## src/hdl/exec_config.svh

```systemverilog
`ifndef EXEC_CONFIG_SVH
`define EXEC_CONFIG_SVH

// data path width
`define WORD_W 32

// register index width, 32 architectural registers
`define REG_W 5

// cycles a multiply occupies the execute stage
// WORD_W must divide evenly by this, one byte group per cycle at 32/4
`define MUL_CYCLES 4

`endif
```

## src/hdl/execPkg.sv

```systemverilog
`include "exec_config.svh"

package execPkg;

   // ALU operations, MUL goes to the iterative multiplier
   typedef enum logic [3:0] {
      ADD = 4'd0,
      SUB = 4'd1,
      AND = 4'd2,
      OR  = 4'd3,
      XOR = 4'd4,
      SLT = 4'd5,
      SLL = 4'd6,
      SRL = 4'd7,
      SRA = 4'd8,
      MUL = 4'd9
   } aluOpT;

   // operand source after forwarding
   typedef enum logic [1:0] {
      REGFILE = 2'd0,
      FROM_W  = 2'd1,
      FROM_M  = 2'd2
   } fwdSelT;

   // control fields decoded for the execute stage
   typedef struct packed {
      aluOpT      aluOp;
      logic       aluSrc;
      logic       branch;
      logic       jump;
      logic       regWrite;
      logic       memWrite;
      logic [1:0] resultSrc;
      logic       byteAccess;
      logic       readEnable;
   } exCtrlT;

   // operands and register indices from decode
   typedef struct packed {
      logic [`WORD_W-1:0] rd1;
      logic [`WORD_W-1:0] rd2;
      logic [`WORD_W-1:0] pc;
      logic [`WORD_W-1:0] immExt;
      logic [`WORD_W-1:0] pcPlus4;
      logic [`REG_W-1:0]  rs1;
      logic [`REG_W-1:0]  rs2;
      logic [`REG_W-1:0]  rd;
   } exDataT;

   // contents of the execute/memory register
   typedef struct packed {
      logic [`WORD_W-1:0] aluResult;
      logic [`WORD_W-1:0] writeData;
      logic [`WORD_W-1:0] pcPlus4;
      logic [`REG_W-1:0]  rd;
      logic               regWrite;
      logic               memWrite;
      logic [1:0]         resultSrc;
      logic               byteAccess;
      logic               readEnable;
   } memStageT;

   // writeback result fed back for forwarding
   typedef struct packed {
      logic [`WORD_W-1:0] result;
      logic [`REG_W-1:0]  rd;
      logic               regWrite;
   } wbFwdT;

endpackage

```

## src/hdl/executeTop.sv

```systemverilog
`include "exec_config.svh"

module executeTop (
   input  logic               clk,
   input  logic               rst,
   input  execPkg::exCtrlT    exCtrl,
   input  execPkg::exDataT    exData,
   input  execPkg::wbFwdT     wbFwd,
   input  logic               stallM,
   output execPkg::memStageT  memOut,
   output logic               pcSrc,
   output logic [`WORD_W-1:0] pcTarget,
   output logic               mulStall,
   output logic [`REG_W-1:0]  hazRs1,
   output logic [`REG_W-1:0]  hazRs2,
   output logic [`REG_W-1:0]  hazRd,
   output logic               hazLoad
);

   logic [`WORD_W-1:0] srcA;
   logic [`WORD_W-1:0] fwdB;

   // memOut doubles as the memory-stage forward source
   forwardUnit uFwd (
      .exData (exData),
      .memFwd (memOut),
      .wbFwd  (wbFwd),
      .srcA   (srcA),
      .fwdB   (fwdB)
   );

   executeStage uExec (
      .clk      (clk),
      .rst      (rst),
      .exCtrl   (exCtrl),
      .exData   (exData),
      .srcA     (srcA),
      .fwdB     (fwdB),
      .stallM   (stallM),
      .memOut   (memOut),
      .pcSrc    (pcSrc),
      .pcTarget (pcTarget),
      .mulStall (mulStall),
      .hazRs1   (hazRs1),
      .hazRs2   (hazRs2),
      .hazRd    (hazRd),
      .hazLoad  (hazLoad)
   );

endmodule

```

## src/hdl/executeStage.sv

```systemverilog
`include "exec_config.svh"

module executeStage (
   input  logic               clk,
   input  logic               rst,
   input  execPkg::exCtrlT    exCtrl,
   input  execPkg::exDataT    exData,
   input  logic [`WORD_W-1:0] srcA,
   input  logic [`WORD_W-1:0] fwdB,
   input  logic               stallM,
   output execPkg::memStageT  memOut,
   output logic               pcSrc,
   output logic [`WORD_W-1:0] pcTarget,
   output logic               mulStall,
   output logic [`REG_W-1:0]  hazRs1,
   output logic [`REG_W-1:0]  hazRs2,
   output logic [`REG_W-1:0]  hazRd,
   output logic               hazLoad
);
   import execPkg::*;

   logic [`WORD_W-1:0] srcB;
   logic [`WORD_W-1:0] aluResult;
   logic [`WORD_W-1:0] mulProduct;
   logic [`WORD_W-1:0] exResult;
   logic               zero;
   logic               isMul;
   logic               mulBusy;
   memStageT           nextMem;

   // immediate or forwarded register for operand B
   assign srcB = exCtrl.aluSrc ? exData.immExt : fwdB;

   assign isMul = (exCtrl.aluOp == MUL);

   aluUnit uAlu (
      .aluOp  (exCtrl.aluOp),
      .a      (srcA),
      .b      (srcB),
      .result (aluResult),
      .zero   (zero)
   );

   // multiplier counter freezes together with the E/M register
   mulUnit uMul (
      .clk     (clk),
      .rst     (rst),
      .start   (isMul),
      .hold    (stallM),
      .a       (srcA),
      .b       (srcB),
      .product (mulProduct),
      .busy    (mulBusy)
   );

   assign exResult = isMul ? mulProduct : aluResult;
   assign mulStall = mulBusy;

   // branch and jump resolution
   assign pcTarget = exData.pc + exData.immExt;
   assign pcSrc    = exCtrl.jump | (exCtrl.branch & zero);

   // instruction in execute, for the load-use detector
   assign hazRs1  = exData.rs1;
   assign hazRs2  = exData.rs2;
   assign hazRd   = exData.rd;
   assign hazLoad = exCtrl.readEnable;

   // bubble while the multiply is still running
   always_comb begin
      nextMem.aluResult  = exResult;
      nextMem.writeData  = fwdB;
      nextMem.pcPlus4    = exData.pcPlus4;
      nextMem.rd         = exData.rd;
      nextMem.regWrite   = exCtrl.regWrite & ~mulStall;
      nextMem.memWrite   = exCtrl.memWrite & ~mulStall;
      nextMem.resultSrc  = exCtrl.resultSrc;
      nextMem.byteAccess = exCtrl.byteAccess;
      nextMem.readEnable = exCtrl.readEnable & ~mulStall;
   end

   // execute/memory register, held while memory stalls
   always_ff @(posedge clk or posedge rst) begin
      if (rst) begin
         memOut <= '0;
      end else if (!stallM) begin
         memOut <= nextMem;
      end
   end

endmodule

```

## src/hdl/mulUnit.sv

```systemverilog
`include "exec_config.svh"

module mulUnit (
   input  logic               clk,
   input  logic               rst,
   input  logic               start,
   input  logic               hold,
   input  logic [`WORD_W-1:0] a,
   input  logic [`WORD_W-1:0] b,
   output logic [`WORD_W-1:0] product,
   output logic               busy
);
   localparam int W     = `WORD_W;
   localparam int GRP_W = `WORD_W / `MUL_CYCLES;
   localparam int CNT_W = $clog2(`MUL_CYCLES);
   localparam logic [CNT_W-1:0] LAST = CNT_W'(`MUL_CYCLES - 1);

   logic [CNT_W-1:0] cnt;
   logic [W-1:0]     aReg;
   logic [W-1:0]     bReg;
   logic [W-1:0]     acc;
   logic [W-1:0]     opA;
   logic [W-1:0]     opB;
   logic [W-1:0]     accIn;
   logic [W-1:0]     partial;
   logic [GRP_W-1:0] grp;
   logic             advance;

   assign advance = start && !hold;

   // first cycle uses the live operands, later ones the latched copies
   assign opA   = (cnt == '0) ? a : aReg;
   assign opB   = (cnt == '0) ? b : bReg;
   assign accIn = (cnt == '0) ? '0 : acc;

   // one group of multiplier bits per cycle, lowest group first
   assign grp     = GRP_W'(opB >> (int'(cnt) * GRP_W));
   assign partial = (opA * {{(W-GRP_W){1'b0}}, grp}) << (int'(cnt) * GRP_W);
   assign product = accIn + partial;

   // final cycle no longer stalls, product is complete then
   assign busy = start && (cnt != LAST);

   always_ff @(posedge clk or posedge rst) begin
      if (rst) begin
         cnt <= '0;
      end else if (!start) begin
         cnt <= '0;
      end else if (!hold) begin
         cnt <= (cnt == LAST) ? '0 : cnt + 1'b1;
      end
   end

   always_ff @(posedge clk) begin
      if (advance) begin
         acc <= product;
         if (cnt == '0) begin
            aReg <= a;
            bReg <= b;
         end
      end
   end

endmodule

```

## src/hdl/aluUnit.sv

```systemverilog
`include "exec_config.svh"

module aluUnit (
   input  execPkg::aluOpT     aluOp,
   input  logic [`WORD_W-1:0] a,
   input  logic [`WORD_W-1:0] b,
   output logic [`WORD_W-1:0] result,
   output logic               zero
);
   import execPkg::*;

   localparam int W = `WORD_W;

   logic [4:0] shamt;
   logic       lessThan;

   // shift amount from the low five bits only
   assign shamt = b[4:0];

   // signed compare for SLT
   assign lessThan = $signed(a) < $signed(b);

   always_comb begin
      case (aluOp)
         ADD: begin
            result = a + b;
         end
         SUB: begin
            result = a - b;
         end
         AND: begin
            result = a & b;
         end
         OR: begin
            result = a | b;
         end
         XOR: begin
            result = a ^ b;
         end
         SLT: begin
            result = {{(W-1){1'b0}}, lessThan};
         end
         SLL: begin
            result = a << shamt;
         end
         SRL: begin
            result = a >> shamt;
         end
         SRA: begin
            result = $signed(a) >>> shamt;
         end
         default: begin
            // MUL and unused codes, the product comes from mulUnit
            result = '0;
         end
      endcase
   end

   // branch compare uses SUB, so zero means equal operands
   assign zero = (result == '0);

endmodule

```

## src/hdl/forwardUnit.sv

```systemverilog
`include "exec_config.svh"

module forwardUnit (
   input  execPkg::exDataT   exData,
   input  execPkg::memStageT memFwd,
   input  execPkg::wbFwdT    wbFwd,
   output logic [`WORD_W-1:0] srcA,
   output logic [`WORD_W-1:0] fwdB
);
   import execPkg::*;

   fwdSelT selA;
   fwdSelT selB;

   // memory stage is younger, so it wins over writeback
   function automatic fwdSelT pickSrc(input logic [`REG_W-1:0] rs);
      if (rs == '0) begin
         return REGFILE;
      end else if (memFwd.regWrite && memFwd.rd == rs) begin
         return FROM_M;
      end else if (wbFwd.regWrite && wbFwd.rd == rs) begin
         return FROM_W;
      end
      return REGFILE;
   endfunction

   function automatic logic [`WORD_W-1:0] fwdMux(input fwdSelT sel,
                                                 input logic [`WORD_W-1:0] regVal);
      case (sel)
         FROM_M:  return memFwd.aluResult;
         FROM_W:  return wbFwd.result;
         default: return regVal;
      endcase
   endfunction

   always_comb begin
      selA = pickSrc(exData.rs1);
      selB = pickSrc(exData.rs2);
   end

   // fwdB also serves as store data, so no immediate here
   always_comb begin
      srcA = fwdMux(selA, exData.rd1);
      fwdB = fwdMux(selB, exData.rd2);
   end

endmodule

```

## config.mk

```make
export PLATFORM = sky130hd
export DESIGN_NAME = executeTop
export DESIGN_NICKNAME = d
export VERILOG_FILES = /design/src/hdl/execPkg.sv /design/src/hdl/executeTop.sv /design/src/hdl/executeStage.sv /design/src/hdl/mulUnit.sv /design/src/hdl/aluUnit.sv /design/src/hdl/forwardUnit.sv
export VERILOG_INCLUDE_DIRS = /design/src /design/src/hdl
export SDC_FILE = /design/constraint.sdc
export NUM_CORES = 2
export LEC_CHECK = 0
export CAP_MARGIN = 20
export CORE_ASPECT_RATIO = 0.9
export CORE_MARGIN = 3
export CORE_UTILIZATION = 30
export CTS_BUF_LIST = sky130_fd_sc_hd__clkbuf_4
export DETAILED_ROUTE_END_ITERATION = 8
export DONT_BUFFER_PORTS = 1
export GPL_ROUTABILITY_DRIVEN = 1
export PLACE_DENSITY_LB_ADDON = 0.2
export SKIP_LAST_GASP = 1
export SLEW_MARGIN = 15
export SYNTH_ARGS = -nofsm -noshare
export SYNTH_HDL_FRONTEND = slang
export SYNTH_SLANG_ARGS = --single-unit
export TNS_END_PERCENT = 30
```

## constraint.sdc

```tcl
create_clock -name clk -period 14.85 [get_ports clk]
set_clock_uncertainty 0.1 [all_clocks]
set_input_delay 0 -clock clk [delete_from_list [all_inputs] [get_ports clk]]
set_output_delay 0 -clock clk [all_outputs]
set_load 0.01 [all_outputs]
```

==> reports/metrics.cfg <==
[detailed_routing]
viasPerCell=6.10
drc=0
drtPass1Iterations=6
antenna_left=0
vias=30600
wirelength_um=162000
initialDrtViolationCount=4389
wl_per_cell_um=32.3

[finish]
design_area_mm2=0.0336
area_growth_pct=16.1
layout.nets=4281
drive_gt1_share_pct=10.2
fill_cells=10000

[synth]
avgSynthCellArea_um2=8.26
synth_edf_count=96
netlist_area_mm2=0.0290
ys_ff_latch=205
yosysSeqAreaShare_pct=19.4
synthTopCellsByCount=nor2_1 (466), inv_1 (310), nand2_1 (263)
synth_warnings=0
synth_cell_types=102
syn_nets=4096
netlist.area_leader.share_pct=11.1
synth_most_common_cell=nor2_1
netlist_instances=3506
yosys-top-cells-area=fa_1 (11%), edfxtp_1 (9.9%), dfrtp_1 (9.4%), ha_1 (8.7%), nor2_1 (6.0%)
yosys.area.top_type=fa_1
async_flop_share_pct=53.2
ys.flop_type=dfrtp_1

[clocking]
postCtsHoldBufs=243
h-tree-depth=2
clkTransAtPathRegs_ps=70
cts_setup_buffers=0
cts_made_buffers=61
cts_root_buf=clkbuf_4
clk_latency_ps=970
cts_tree=yes
clkSinkCount=205
cts_buffer_depth=3
cts_resized=0

[floorplanning]
die_area_mm2=0.100
fp.dieH_um=301
initial_core_util_pct=30.4
ios=386
dieWidth_um=334
core_area_mm2=0.0952
rows=107

[critical_path]
required_ps=15600
cpMostUsedCell=a21oi_1
critPathMaxStageDelay_ps=690
worst_setup_path_start_kind=flop
critPathArrivalTime_ps=13630
crit_path_end_kind=flop
cp_slowest_cell=dlygate4sd3_1
criticalPathCategory=reg2reg
cp_max_fo=26

[timing]
drv_slew=0
hold_violations=0
relSlewSlack_pct=18.6
finalCritPeriodShare_pct=86.7
setup_tns_ps=0
timing.fmax_mhz=77.6
finalSetupViolations=0
post-route-min-period_ps=12880
tightest_slew_ps=1220
rsz0062_at_grt=false

[run_status]
outcome=finished, final reports clean

[grt]
grt_pass1_vias=28900
groute.usage.overall_pct=31.3
grt_antenna_before_repair=34
grt_start_max_net_pins=114
grt_pass1_wl_um=227000
overflow=0

[place]
placed_area_mm2=0.0303
port-buffer-count=0
hpwl_um=125000
gp_congestion=1.12

[worst_hold_path]
hp-class=in2out

[power_and_ir_drop]
p_per_area_mw_per_mm2=210
leakage_nw=14.6
ir_worst_vdd_mv=0.273

[run]
maxCapViolCount=0

flip-flops by register name, summed over array words and instances, names as in the netlist:
| register | flops |
|---|---|
| uExec.memOut | 107 |
| uExec.uMul.aReg | 32 |
| uExec.uMul.acc | 32 |
| uExec.uMul.bReg | 32 |
| uExec.uMul.cnt | 2 |
worst max-delay path, delay by kind of cell (launching register included):
kind	cells	cell delay, ps
fa+ha+maj	6	2700
simple gates	4	530
mux	2	1120
buf+inv	8	2700
flops	1	480
xor+xnor	2	350
compound gates	21	4820
metrics by stage:
| step | power (mW) | setup slack, ps | cells | utilization, % | hold WS, ps |
|---|---|---|---|---|---|
| global route | 7.59 | 1340 | 4998 | 35.3 | 37.5 |
| global placement | 6.32 | 3430 | 4637 | 31.8 | -113 |
| CTS | 7.02 | 2100 | 4993 | 35.3 | 2.42 |
| finish | 7.08 | 1970 | 5017 | 35.3 | 47.8 |
| detailed placement | 6.27 | 3460 | 4637 | 31.8 | -116 |
| floorplan | 4.42 | 4960 | 3506 | - | -8.23 |
power by group:
group / internal, mW / leakage [nW] / switching (mW)
logic: 1.98 / 11.9 / 3.58
clock network: 0.298 / 0.491 / 0.313
registers: 0.777 / 2.17 / 0.135
cells in the final DEF, fill, tap and decap left out, types with 38 or more instances in the layout:
cell / instances
edfxtp_1: 96
nor2_1: 465
inv_1: 308
a211oi_1: 57
buf_4: 85
a21o_1: 60
o211ai_1: 49
a21oi_1: 158
nor2b_1: 61
fa_1: 160
o22ai_1: 56
a221o_1: 62
dlygate4sd3_1: 241
mux2i_1: 116
o221ai_1: 42
nand3_1: 52
clkbuf_4: 91
o21ai_0: 163
nor3_1: 68
nand2_1: 262
mux2_2: 113
and3_1: 38
dfrtp_1: 108
xnor2_1: 82
ha_1: 200
routing by layer:
layer | part of all wire, % | vias to the layer above | GRT usage, %
li1 | - | 13000 | -
met1 | 42 | 15200 | 43.0
met2 | 40 | 1962 | 43.8
met3 | 12 | 383 | 11.2
met4 | 4.9 | 22 | 13.4
met5 | 0.12 | - | 0
final timing paths:
| check | to | slack [ps] | start | cells past startpoint |
|---|---|---|---|---|
| worst max-delay path | uExec.memOut[104]$_DFFE_PP0N_ | 1970 | uExec.memOut[8]$_DFFE_PP0N_ | 43 |
| worst min-delay path | pcSrc | 50 | exCtrl[6] | 1 |
| worst max register to register | uExec.memOut[104]$_DFFE_PP0N_ | 1970 | uExec.memOut[8]$_DFFE_PP0N_ | 43 |
| worst min register to register | uExec.memOut[43]$_DFFE_PP0N_ | 470 | uExec.memOut[43]$_DFFE_PP0N_ | 1 |
| max in group asynchronous | uExec.memOut[53]$_DFFE_PP0N_ | 13500 | rst | 4 |
| min in group asynchronous | uExec.memOut[95]$_DFFE_PP0N_ | 160 | rst | 4 |
layout make-up:
type / count / area (µm²) / share of cell area (%)
antenna: 23 / 57.6 / 0.171
sequential: 205 / 5610 / 16.7
clock inverter: 23 / 136 / 0.405
inverter: 320 / 1210 / 3.59
tap: 1253 / 1570 / 4.66
multi-input combinational: 2774 / 21300 / 63.2
timing repair buffer: 329 / 3110 / 9.25
clock buffer: 90 / 676 / 2.01
kinds of logic after synthesis:
| kind of cell | count (synthesis) | synth area share [%] |
|---|---|---|
| buffers and inverters | 527 | 7.60 |
| flip-flops | 205 | 19.4 |
| AND/OR/NAND/NOR | 1105 | 17.2 |
| XOR/XNOR | 110 | 3.42 |
| multiplexers | 242 | 9.31 |
| AO/OA/AOI/OAI | 956 | 23.4 |
| adder cells (fa/ha/maj) | 361 | 19.7 |
(Power assumes the default switching activity.)
